[config.mk]
export PLATFORM = sky130hd
export DESIGN_NAME = rename_core
export DESIGN_NICKNAME = d
export VERILOG_FILES = /design/src/core_pkg.sv /design/src/rename_core.sv /design/src/phys_regfile.sv /design/src/reorder_buffer.sv /design/src/rename_map.sv /design/src/free_list.sv
export SDC_FILE = /design/constraint.sdc
export NUM_CORES = 2
export LEC_CHECK = 0
export ABC_AREA = 1
export BUFFER_PORTS_ARGS = -buffer_cell sky130_fd_sc_hd__buf_4
export CORE_ASPECT_RATIO = 1.2
export CORE_MARGIN = 2
export CORE_UTILIZATION = 35
export DETAILED_ROUTE_END_ITERATION = 10
export GPL_TIMING_DRIVEN = 1
export PLACE_DENSITY = 0.46
export SETUP_SLACK_MARGIN = 0.15
export SYNTH_ARGS = -nofsm -noshare
export SYNTH_HDL_FRONTEND = slang
export SYNTH_SLANG_ARGS = --single-unit
export TNS_END_PERCENT = 1
[constraint.sdc]
create_clock -name clock -period 6 [get_ports clock]
set_input_delay 0.3 -clock clock [delete_from_list [all_inputs] [get_ports clock]]
set_output_delay 0.3 -clock clock [all_outputs]
set_load 0.01 [all_outputs]
[src/core_pkg.sv]
// sizes, index types and reorder buffer entry for the rename and retire core
package core_pkg;

    ////////////////////////////////////////////////////////////
    // sizes
    ////////////////////////////////////////////////////////////

    // data path width
    localparam int XLEN            = 32;
    localparam int NUM_ARCH_REGS   = 32;
    localparam int NUM_PHYS_REGS   = 64;
    localparam int ROB_DEPTH       = 16;
    // every phys reg not held by the initial identity map
    localparam int FREE_LIST_DEPTH = NUM_PHYS_REGS - NUM_ARCH_REGS;

    // index widths
    localparam int ARCH_IDX_W = $clog2(NUM_ARCH_REGS);
    localparam int PHYS_IDX_W = $clog2(NUM_PHYS_REGS);
    localparam int ROB_IDX_W  = $clog2(ROB_DEPTH);
    localparam int FL_IDX_W   = $clog2(FREE_LIST_DEPTH);

    ////////////////////////////////////////////////////////////
    // types
    ////////////////////////////////////////////////////////////

    typedef logic [XLEN-1:0]       word_t;
    typedef logic [ARCH_IDX_W-1:0] arch_idx_t;
    typedef logic [PHYS_IDX_W-1:0] phys_idx_t;
    typedef logic [ROB_IDX_W-1:0]  rob_idx_t;

    // free list slot pointer, wraps at depth
    typedef logic [FL_IDX_W-1:0] fl_idx_t;

    // occupancy counters, one extra bit to hold the full value
    typedef logic [FL_IDX_W:0]  fl_count_t;
    typedef logic [ROB_IDX_W:0] rob_count_t;

    // one reorder buffer slot, 18 bits
    typedef struct packed {
        arch_idx_t arch;
        // register written by this instruction
        phys_idx_t phys;
        // mapping it replaced, freed at retirement
        phys_idx_t old_phys;
        logic      complete;
    } rob_entry_t;

endpackage
[src/rename_core.sv]
// rename_core: top level joining free list, map, reorder buffer and register file
`timescale 1ns/1ps

module rename_core (
    input  logic                clock,
    input  logic                reset,
    input  logic                dispatch,
    input  core_pkg::arch_idx_t dispatch_dest,
    input  core_pkg::arch_idx_t dispatch_src1,
    input  core_pkg::arch_idx_t dispatch_src2,
    input  logic                complete,
    input  core_pkg::rob_idx_t  complete_rob_tag,
    input  core_pkg::word_t     complete_data,
    output logic                stall,
    output core_pkg::phys_idx_t src1_tag,
    output logic                src1_ready,
    output core_pkg::phys_idx_t src2_tag,
    output logic                src2_ready,
    output core_pkg::phys_idx_t dest_tag,
    output core_pkg::rob_idx_t  rob_tag,
    output logic                commit,
    output core_pkg::arch_idx_t commit_arch,
    output core_pkg::word_t     commit_data
);
    import core_pkg::*;

    ////////////////////////////////////////////////////////////
    // internal nets
    ////////////////////////////////////////////////////////////

    logic      fl_empty;
    logic      rob_full;
    phys_idx_t old_tag;
    // cdb from the reorder buffer
    logic      cdb_valid;
    phys_idx_t cdb_tag;
    word_t     cdb_data;
    // retirement
    phys_idx_t retire_phys;
    phys_idx_t retire_old;

    // no room for another instruction
    assign stall = rob_full | fl_empty;

    ////////////////////////////////////////////////////////////
    // blocks
    ////////////////////////////////////////////////////////////

    // head register is the new destination mapping
    free_list free_list0 (
        .clock       (clock),
        .reset       (reset),
        .dequeue     (dispatch),
        .enqueue     (commit),
        .enqueue_idx (retire_old),
        .head_idx    (dest_tag),
        .empty       (fl_empty)
    );

    rename_map rename_map0 (
        .clock      (clock),
        .reset      (reset),
        .src1       (dispatch_src1),
        .src2       (dispatch_src2),
        .dest       (dispatch_dest),
        .rename     (dispatch),
        .new_tag    (dest_tag),
        .cdb_valid  (cdb_valid),
        .cdb_tag    (cdb_tag),
        .src1_tag   (src1_tag),
        .src1_ready (src1_ready),
        .src2_tag   (src2_tag),
        .src2_ready (src2_ready),
        .old_tag    (old_tag)
    );

    reorder_buffer reorder_buffer0 (
        .clock            (clock),
        .reset            (reset),
        .dispatch         (dispatch),
        .dispatch_dest    (dispatch_dest),
        .new_tag          (dest_tag),
        .old_tag          (old_tag),
        .complete         (complete),
        .complete_rob_tag (complete_rob_tag),
        .complete_data    (complete_data),
        .full             (rob_full),
        .rob_tag          (rob_tag),
        .cdb_valid        (cdb_valid),
        .cdb_tag          (cdb_tag),
        .cdb_data         (cdb_data),
        .retire           (commit),
        .retire_arch      (commit_arch),
        .retire_phys      (retire_phys),
        .retire_old       (retire_old)
    );

    // written by the cdb, read for the committing entry
    phys_regfile phys_regfile0 (
        .clock      (clock),
        .write      (cdb_valid),
        .write_idx  (cdb_tag),
        .write_data (cdb_data),
        .read_idx   (retire_phys),
        .read_data  (commit_data)
    );

endmodule

[src/phys_regfile.sv]
// phys_regfile: physical register storage, one cdb write port, one retire read port
`timescale 1ns/1ps

module phys_regfile (
    input  logic                clock,
    input  logic                write,
    input  core_pkg::phys_idx_t write_idx,
    input  core_pkg::word_t     write_data,
    input  core_pkg::phys_idx_t read_idx,
    output core_pkg::word_t     read_data
);
    import core_pkg::*;

    ////////////////////////////////////////////////////////////
    // storage
    ////////////////////////////////////////////////////////////

    // unwritten entries stay unknown, never committed
    word_t regs [NUM_PHYS_REGS];

    // cdb write, visible after the edge
    always_ff @(posedge clock) begin
        if (write) begin
            regs[write_idx] <= write_data;
        end
    end

    // retire read, no bypass needed
    // head is complete only after its cdb write landed
    assign read_data = regs[read_idx];

endmodule

[src/reorder_buffer.sv]
// reorder_buffer: in-order entry queue, out-of-order completion, cdb and retire
`timescale 1ns/1ps

module reorder_buffer (
    input  logic                clock,
    input  logic                reset,
    input  logic                dispatch,
    input  core_pkg::arch_idx_t dispatch_dest,
    input  core_pkg::phys_idx_t new_tag,
    input  core_pkg::phys_idx_t old_tag,
    input  logic                complete,
    input  core_pkg::rob_idx_t  complete_rob_tag,
    input  core_pkg::word_t     complete_data,
    output logic                full,
    output core_pkg::rob_idx_t  rob_tag,
    output logic                cdb_valid,
    output core_pkg::phys_idx_t cdb_tag,
    output core_pkg::word_t     cdb_data,
    output logic                retire,
    output core_pkg::arch_idx_t retire_arch,
    output core_pkg::phys_idx_t retire_phys,
    output core_pkg::phys_idx_t retire_old
);
    import core_pkg::*;

    ////////////////////////////////////////////////////////////
    // entry storage and pointers
    ////////////////////////////////////////////////////////////

    rob_entry_t entries [ROB_DEPTH];
    // oldest entry
    rob_idx_t   head;
    // next free slot
    rob_idx_t   tail;
    rob_count_t count;

    // distance of the completing slot from head
    rob_idx_t   complete_offset;
    logic       complete_in_range;

    assign full    = (count == rob_count_t'(ROB_DEPTH));
    // tag handed out to this cycle's dispatch
    assign rob_tag = tail;

    // slot is live when it lies within count of head
    assign complete_offset   = complete_rob_tag - head;
    assign complete_in_range = (rob_count_t'(complete_offset) < count);

    ////////////////////////////////////////////////////////////
    // common data bus
    ////////////////////////////////////////////////////////////

    // completion turns straight into a broadcast, no buffering
    assign cdb_valid = complete;
    assign cdb_tag   = entries[complete_rob_tag].phys;
    assign cdb_data  = complete_data;

    ////////////////////////////////////////////////////////////
    // retirement
    ////////////////////////////////////////////////////////////

    // head leaves in the first cycle it shows complete
    assign retire      = (count != '0) && entries[head].complete;
    assign retire_arch = entries[head].arch;
    assign retire_phys = entries[head].phys;
    // goes back to the free list
    assign retire_old  = entries[head].old_phys;

    ////////////////////////////////////////////////////////////
    // pointer and count update
    ////////////////////////////////////////////////////////////

    always_ff @(posedge clock) begin
        if (reset) begin
            head  <= '0;
            tail  <= '0;
            count <= '0;
        end else begin
            if (dispatch) begin
                tail <= tail + rob_idx_t'(1);
            end
            if (retire) begin
                head <= head + rob_idx_t'(1);
            end
            count <= count + rob_count_t'(dispatch) - rob_count_t'(retire);
        end
    end

    // entry payload, allocation clears the complete flag
    always_ff @(posedge clock) begin
        if (dispatch) begin
            entries[tail].arch     <= dispatch_dest;
            entries[tail].phys     <= new_tag;
            entries[tail].old_phys <= old_tag;
            entries[tail].complete <= 1'b0;
        end
        // never the tail slot, that one is not yet dispatched
        if (complete) begin
            entries[complete_rob_tag].complete <= 1'b1;
        end
    end

    ////////////////////////////////////////////////////////////
    // checks
    ////////////////////////////////////////////////////////////

    // dispatch must honour stall from the top level
    a_no_dispatch_full : assert property (
        @(posedge clock) disable iff (reset)
        dispatch |-> !full
    ) else $error("reorder_buffer: dispatch while full");

    // completion may only name a live entry
    a_complete_live : assert property (
        @(posedge clock) disable iff (reset)
        complete |-> complete_in_range
    ) else $error("reorder_buffer: completion of an empty slot");

    // each entry completes exactly once
    a_complete_once : assert property (
        @(posedge clock) disable iff (reset)
        complete |-> !entries[complete_rob_tag].complete
    ) else $error("reorder_buffer: completion of an already complete slot");

endmodule

[src/rename_map.sv]
// rename_map: speculative architectural to physical map and ready scoreboard
`timescale 1ns/1ps

module rename_map (
    input  logic                clock,
    input  logic                reset,
    input  core_pkg::arch_idx_t src1,
    input  core_pkg::arch_idx_t src2,
    input  core_pkg::arch_idx_t dest,
    input  logic                rename,
    input  core_pkg::phys_idx_t new_tag,
    input  logic                cdb_valid,
    input  core_pkg::phys_idx_t cdb_tag,
    output core_pkg::phys_idx_t src1_tag,
    output logic                src1_ready,
    output core_pkg::phys_idx_t src2_tag,
    output logic                src2_ready,
    output core_pkg::phys_idx_t old_tag
);
    import core_pkg::*;

    ////////////////////////////////////////////////////////////
    // state
    ////////////////////////////////////////////////////////////

    // current mapping of each arch reg
    phys_idx_t map [NUM_ARCH_REGS];
    // one bit per phys reg, set once its value is on the cdb
    logic [NUM_PHYS_REGS-1:0] ready;

    ////////////////////////////////////////////////////////////
    // lookups
    ////////////////////////////////////////////////////////////

    // sources read the map before this cycle's dest update
    assign src1_tag = map[src1];
    assign src2_tag = map[src2];

    // ready as of cycle start, same-cycle cdb not forwarded
    assign src1_ready = ready[src1_tag];
    assign src2_ready = ready[src2_tag];

    // mapping being replaced, kept by the reorder buffer
    assign old_tag = map[dest];

    ////////////////////////////////////////////////////////////
    // updates
    ////////////////////////////////////////////////////////////

    always_ff @(posedge clock) begin
        if (reset) begin
            // identity map, all values present
            for (int i = 0; i < NUM_ARCH_REGS; i++) begin
                map[i] <= phys_idx_t'(i);
            end
            ready <= '1;
        end else begin
            // result broadcast
            if (cdb_valid) begin
                ready[cdb_tag] <= 1'b1;
            end
            // new producer, written last so the clear wins on a clash
            if (rename) begin
                map[dest]      <= new_tag;
                ready[new_tag] <= 1'b0;
            end
        end
    end

    ////////////////////////////////////////////////////////////
    // checks
    ////////////////////////////////////////////////////////////

    // a broadcast tag belongs to an in-flight entry, so it is still pending
    a_cdb_pending : assert property (
        @(posedge clock) disable iff (reset)
        cdb_valid |-> !ready[cdb_tag]
    ) else $error("rename_map: cdb broadcast for a register already ready");

    // a recycled register was produced by a retired entry, so it is ready
    a_alloc_ready : assert property (
        @(posedge clock) disable iff (reset)
        rename |-> ready[new_tag]
    ) else $error("rename_map: allocated register still pending");

endmodule

[src/free_list.sv]
// free_list: circular queue of free physical register indices
`timescale 1ns/1ps

module free_list (
    input  logic                clock,
    input  logic                reset,
    input  logic                dequeue,
    input  logic                enqueue,
    input  core_pkg::phys_idx_t enqueue_idx,
    output core_pkg::phys_idx_t head_idx,
    output logic                empty
);
    import core_pkg::*;

    ////////////////////////////////////////////////////////////
    // queue storage and pointers
    ////////////////////////////////////////////////////////////

    phys_idx_t slots [FREE_LIST_DEPTH];
    fl_idx_t   head;
    fl_idx_t   tail;
    fl_count_t count;

    // next free register, valid only while not empty
    assign head_idx = slots[head];
    assign empty    = (count == '0);

    always_ff @(posedge clock) begin
        if (reset) begin
            // everything above the identity map starts free, in order
            for (int i = 0; i < FREE_LIST_DEPTH; i++) begin
                slots[i] <= phys_idx_t'(NUM_ARCH_REGS + i);
            end
            head  <= '0;
            // queue full, so tail sits on head
            tail  <= '0;
            count <= fl_count_t'(FREE_LIST_DEPTH);
        end else begin
            // dispatch consumes the head
            if (dequeue) begin
                head <= head + fl_idx_t'(1);
            end
            // retirement returns an old mapping at the tail
            if (enqueue) begin
                slots[tail] <= enqueue_idx;
                tail        <= tail + fl_idx_t'(1);
            end
            // both in one cycle leaves count unchanged
            count <= count + fl_count_t'(enqueue) - fl_count_t'(dequeue);
        end
    end

    ////////////////////////////////////////////////////////////
    // checks
    ////////////////////////////////////////////////////////////

    // top level must stall dispatch while no register is free
    a_no_dequeue_empty : assert property (
        @(posedge clock) disable iff (reset)
        dequeue |-> !empty
    ) else $error("free_list: dequeue while empty");

    // more frees than registers means a double retirement upstream
    a_no_enqueue_full : assert property (
        @(posedge clock) disable iff (reset)
        (enqueue && !dequeue) |-> (count != fl_count_t'(FREE_LIST_DEPTH))
    ) else $error("free_list: enqueue while full");

endmodule

# After elaboration in Yosys (flattened, before gate mapping)
# Memory sizes are Yosys's and may differ from the RTL's. A register that Yosys moved wholly into a read port is not among the register bits.
# Index checks and enable logic that the tools add are counted.
# classes
reduce_logical	7
add_sub_neg	8
n_eq_ne	1
n_mux	32
n_lt_le_gt_ge	6
bitwise	4
# op_table
operator	n
$mux W64	3
$and A64 B64 Y64	1
$not A64 Y64	1
$or A64 B64 Y64	1
$lt A6 B7 Y1 const B	4
$mux W5	4
$mux W1	17
$bmux W1 S6	2
$demux W1 S6	2
$ge A6 B1 Y1 const B	2
$mux W6	2
$reduce_or A6 Y1	2
$add A5 B1 Y5 const B	2
$add A4 B1 Y4 const B	2
$mux W4	2
$add A6 B1 Y6	1
$logic_not A6 Y1	1
$sub A6 B1 Y6	1
$add A5 B1 Y5	1
$eq A5 B5 Y1 const B	1
$reduce_bool A5 Y1	1
$sub A5 B1 Y5	1
$logic_and A1 B1 Y1	3
$or A1 B1 Y1	1
# totals
mem_count	4
elab_cells	69
ram_bits	2720
output_inout_bits	63
inputBits	55
register_bits	93
# memory_table
name	depth	width	rd	rd_clocked_by_memory_dff	write_ports	line_no	rtl
phys_regfile0.regs	64	32	1	0	1	phys_regfile.sv:19	word_t regs [NUM_PHYS_REGS];
reorder_buffer0.entries	16	18	2	1	2	reorder_buffer.sv:30	rob_entry_t entries [ROB_DEPTH];
free_list0.slots	32	6	1	1	32	free_list.sv:19	phys_idx_t slots [FREE_LIST_DEPTH];
rename_map0.map	32	6	3	0	32	rename_map.sv:27	phys_idx_t map [NUM_ARCH_REGS];

# Depth between registers and ports, before layout
# An unclocked memory read counts as a cell.
# depth
depth_word	10
mapped_depth	23
ltp_nobuf	19

# Hierarchy
# From an unflattened synthesis, not the netlist that was laid out.
# hier_totals
hier_cells	11190
hier_area_um2	121711.7
# modules_own_cells
mod	instances	cells_each	area_per_inst_um2	seq_area_each_um2
phys_regfile	1	6737	82097.5	61499.0
rename_map	1	2269	16412.0	7046.8
reorder_buffer	1	1077	13015.0	8828.5
free_list	1	1104	10176.0	6185.9
rename_core	1	3	11.3	0.0

# Least setup slack after synthesis
# Ideal clock, no wire load.
# synth_timing
path_type	input port to flip-flop
from	input port complete_rob_tag[1]
to	memory phys_regfile0.regs[19][0] (netlist bit) (enable)
t_arrival_ps	2893
path_stages	12
path_slack_ps	2684
setup_time_ps	423
path_buffers	1
t_required_ps	5577
cell_sequence	nand2_1 inv_2 buf_2 a22oi_1 nand2_1 nand2_1 nand2_1 nor2_2 inv_1 nor2_1 inv_1 nor2_1
# synth_between
elab_chain_len	1
# synth_lines
item	line_no	rtl
from (decl)	rename_core.sv:12	input core_pkg::rob_idx_t complete_rob_tag,
$mem_v2 Z16 W18	--	
to (decl)	phys_regfile.sv:19	
# Every way passes these cells.

==> PnR_summary.wiki <==
{| class="wikitable"
! Metric !! Value
|-
| Status || complete, no violations
|-
| Total overflow reported by the global router || 0
|-
| Number of failing setup endpoints in the final timing report || 0
|-
| Worst-case vdd ir drop || 0.0003940 V
|-
| Total wire length after detailed routing || 411.0 mm
|-
| Main area contributors after synthesis || edfxtp_1, o211ai_1, nand3_1, nand2_1, inv_1
|-
| Part of the total power dissipated in the clock network || 30.5%
|-
| FMAX || 0.1773 GHz
|-
| Library cell with the highest instance count after synthesis || edfxtp_1
|-
| Fraction of layout instances using a drive strength above 1 || 8.970%
|-
| Minimum setup slack after placement || 700.0 ps
|-
| Kind of path behind the tightest hold check || in2reg
|-
| Netlist area before placement || 122800 um^2
|-
| Full die area || 355600 um^2
|-
| Source-to-sink clock delay at the later pin of the worst-skew pair || 930 ps
|-
| Yosys top cell area share || 66.12%
|-
| Part of the power in registers || 35.9%
|-
| Max-cap violations || 0
|-
| Final period utilization || 94.02%
|-
| Most instantiated flip-flop cell in the synthesis netlist || edfxtp_1
|-
| Share of synthesized registers carrying an async set or reset || 0%
|-
| Depth of the worst register-to-register path || 11
|-
| # IOs || 118
|-
| Vias per cell || 5.338
|-
| Antenna violations before repair || 16
|-
| Mapped Nets || 11060
|-
| Internal || 38.42 mW
|-
| Unrepaired setup endpoints after global routing || no
|-
| Effective utilization at floorplan || 35.13%
|-
| Clock Sink Count || 2822
|-
| Wire length of the first global-routing pass || 589.9 mm
|-
| Final routed DRC violation total || 0
|-
| TritonCTS clock tree || built
|-
| Port Buffer Count || 117
|-
| Routability-driven placement congestion ratio || 0.8717
|-
| Number of synthesized register bits || 2822
|-
| Die H || 652.9 um
|-
| Startpoint of the lowest-slack hold path || complete_data[4]
|-
| Post-synth cell types || 51
|-
| Residual antenna-violating net count after detailed routing || 0
|-
| WP data required || 5700 ps
|-
| Minimum period implied by the final worst setup slack || 5641 ps
|-
| Most instantiated cells after synthesis || edfxtp_1, nand2_1, nand3_1
|-
| Clock Tree Root || clkbuf_16
|-
| Critical Path End Type || output pin
|-
| Startpoint class of the critical path || flop
|-
| Area leader, netlist || edfxtp_1
|-
| Data arrival time of the critical path || 5340 ps
|-
| Post-Syn Instances || 10980
|-
| Total power density per cell area || 440.4 nW/um^2
|-
| Overall routing resource usage || 22.58%
|-
| Clock transition at path regs || 60 ps
|-
| Highest net fanout along the worst path || 132
|-
| Number of flops mapped to enable cells by yosys || 2704
|-
| Final number of max-transition violations || 0
|-
| Floorplan row count || 238
|-
| Worst-Margin Slew || 1347 ps
|-
| Max Clock Skew || 73.98 ps
|-
| H-Tree Level Count || 5
|-
| Share of synthesized area occupied by flip-flops and latches || 68.04%
|-
| Average wire length per cell after detail routing || 25.80 um
|-
| Met1 Routed Length || 177.9 mm
|-
| Depth of the worst hold-timing path || 1
|-
| Total half-perimeter wirelength after legalization and detailed placement || 237.6 mm
|-
| Met2 wire length || 195.9 mm
|-
| Setup TNS || 0 ps
|-
| Uppermost layer routed || met5
|-
| Starting DRT DRC Count || 8663
|-
| Width of the die || 544.7 um
|-
| Syn Area/Cell || 11.18 um^2
|-
| Maximum number of buffers from clock root to sink || 4
|-
| Syn. warnings || 0
|-
| Via count of the first global-routing pass || 81770
|-
| Maximum number of pins on one net before global-route repair || 134
|-
| TritonCTS Buffers || 305
|-
| Remaining max-slew budget at the tightest pin || 10.09%
|-
| Sum of met3 wire segment lengths after detailed routing || 24.97 mm
|-
| Startpoint-to-endpoint class of the critical path || reg2out
|-
| Switching part of the total || 37.53%
|-
| Net switching power || 23.08 mW
|-
| Routed via count || 85030
|-
| Final Net Count || 11080
|-
| Final worst-path setup slack || 358.5 ps
|-
| Area delta synth->final || 13.71%
|-
| Standby leakage power || 49.91 nW
|-
| Fraction of power consumed by combinational cells || 33.6%
|-
| First-pass detailed-route iteration total || 6
|-
| Final Hold Vio Count || 0
|-
| Core Box Area || 349600 um^2
|}
[state kept, by name (all words and copies together), names as in the netlist, named ones only]
signal / flops
rename_map0.ready: 64
rename_map0.map: 192
free_list0.head: 5
reorder_buffer0.count: 5
reorder_buffer0.rob_tag: 4
free_list0.slots: 192
free_list0.count: 6
free_list0.tail: 5
phys_regfile0.regs: 2048
reorder_buffer0.head: 4
reorder_buffer0.entries: 288
[cell usage in the layout (no fill, tap or decap), types with 27 or more instances in the layout]
| cell type | instances |
|---|---|
| buf_4 | 325 |
| nor2_1 | 565 |
| clkbuf_16 | 309 |
| a22oi_1 | 69 |
| bufinv_16 | 27 |
| clkinv_2 | 51 |
| dlygate4sd3_1 | 47 |
| buf_12 | 42 |
| inv_1 | 1366 |
| nor2_4 | 67 |
| o221ai_1 | 70 |
| clkbuf_1 | 49 |
| nand3_1 | 1385 |
| inv_2 | 36 |
| or2_2 | 37 |
| nor2_2 | 37 |
| a21oi_1 | 227 |
| clkinv_1 | 80 |
| edfxtp_1 | 2704 |
| dfxtp_1 | 115 |
| nand2_1 | 1824 |
| o211ai_1 | 980 |
| o22ai_1 | 58 |
| nor3_1 | 61 |
| o21ai_0 | 526 |
[path summary, 6_finish.rpt]
path | to | slack, ps
min | phys_regfile0.regs[39][4]$_DFFE_PP_ | 50
min reg2reg | reorder_buffer0.entries[9][0]$_DFF_P_ | 480
max reg2reg | rename_map0.ready[37]$_SDFF_PP1_ | 1310
max | commit_data[0] | 360
[worst max-delay path, stage by stage, from the launching register on]
cell and delay [ps]:
dfxtp_1 340, clkinv_1 570, buf_4 480, nand3_1 120, nand3_1 190, nand2_8 370
buf_12 320, buf_12 430, or2_2 200, nand3_1 70, nand3_1 160, nand3_1 120
nand3_1 200, nand3_1 170, nand2_1 340, buf_4 190
[timing repair]
item | CTS | global route
gates cloned | 1 | 0
resized for setup | 6 | 1
setup endpoints to repair | 32 | 1
endpoints found under the hold margin | 1184 | 0
buffers inserted | 1 | 0
hold buffers | 47 | 0
[kinds of logic after synthesis]
family / count (synthesis) / synth area share (%)
AO/OA/AOI/OAI: 1993 / 10.66
XOR/XNOR: 3 / 0.02140
adder cells (fa/ha/maj): 26 / 0.2771
buffers and inverters: 2125 / 6.992
flip-flops: 2822 / 68.04
AND/OR/NAND/NOR: 4014 / 14.00
[per-stage QoR]
step                      instances  instance area (um^2)  utilization, %  hold slack [ps]  total power [mW]
after CTS                     15920                139600           39.93            12.51             62.08
after floorplan               10980                122800               -            398.9             34.84
final                         15930                139600           39.94            50.48             61.50
after detailed placement      15320                129300           36.98            473.7             43.17
after global placement        15320                129300           36.98            459.5             43.13
after global routing          15920                139600           39.93            39.19             64.38
[final cells by class]
cell class,instances,area [um^2]
Fill cell,33480,210000
Clock buffer,363,7985
Tap cell,4680,5856
Clock inverter,185,1760
Antenna cell,13,32.53
Inverter,1413,5343
Sequential cell,2822,83570
Timing Repair Buffer,418,3850
Multi-Input combinational cell,6036,31240
[power by group through the flow]
| stage | clock [mW] | sequential, mW | combinational [mW] |
|---|---|---|---|
| detailed placement | 0 | 22.5 | 20.6 |
| global placement | 0 | 22.5 | 20.6 |
| CTS | 19.1 | 22.1 | 20.8 |
| finish | 18.7 | 22.1 | 20.7 |
| floorplan | 0 | 22.4 | 12.4 |
| global route | 19.9 | 22.1 | 22.4 |
[metal layers]
metal  GRT usage [%]  up-vias
met5               0        -
met4           6.545        4
met3           3.229      616
met2           37.37     2922
met1           30.70    42530
li1                -    38960
Note: power is estimated with default switching activity, not from simulation.
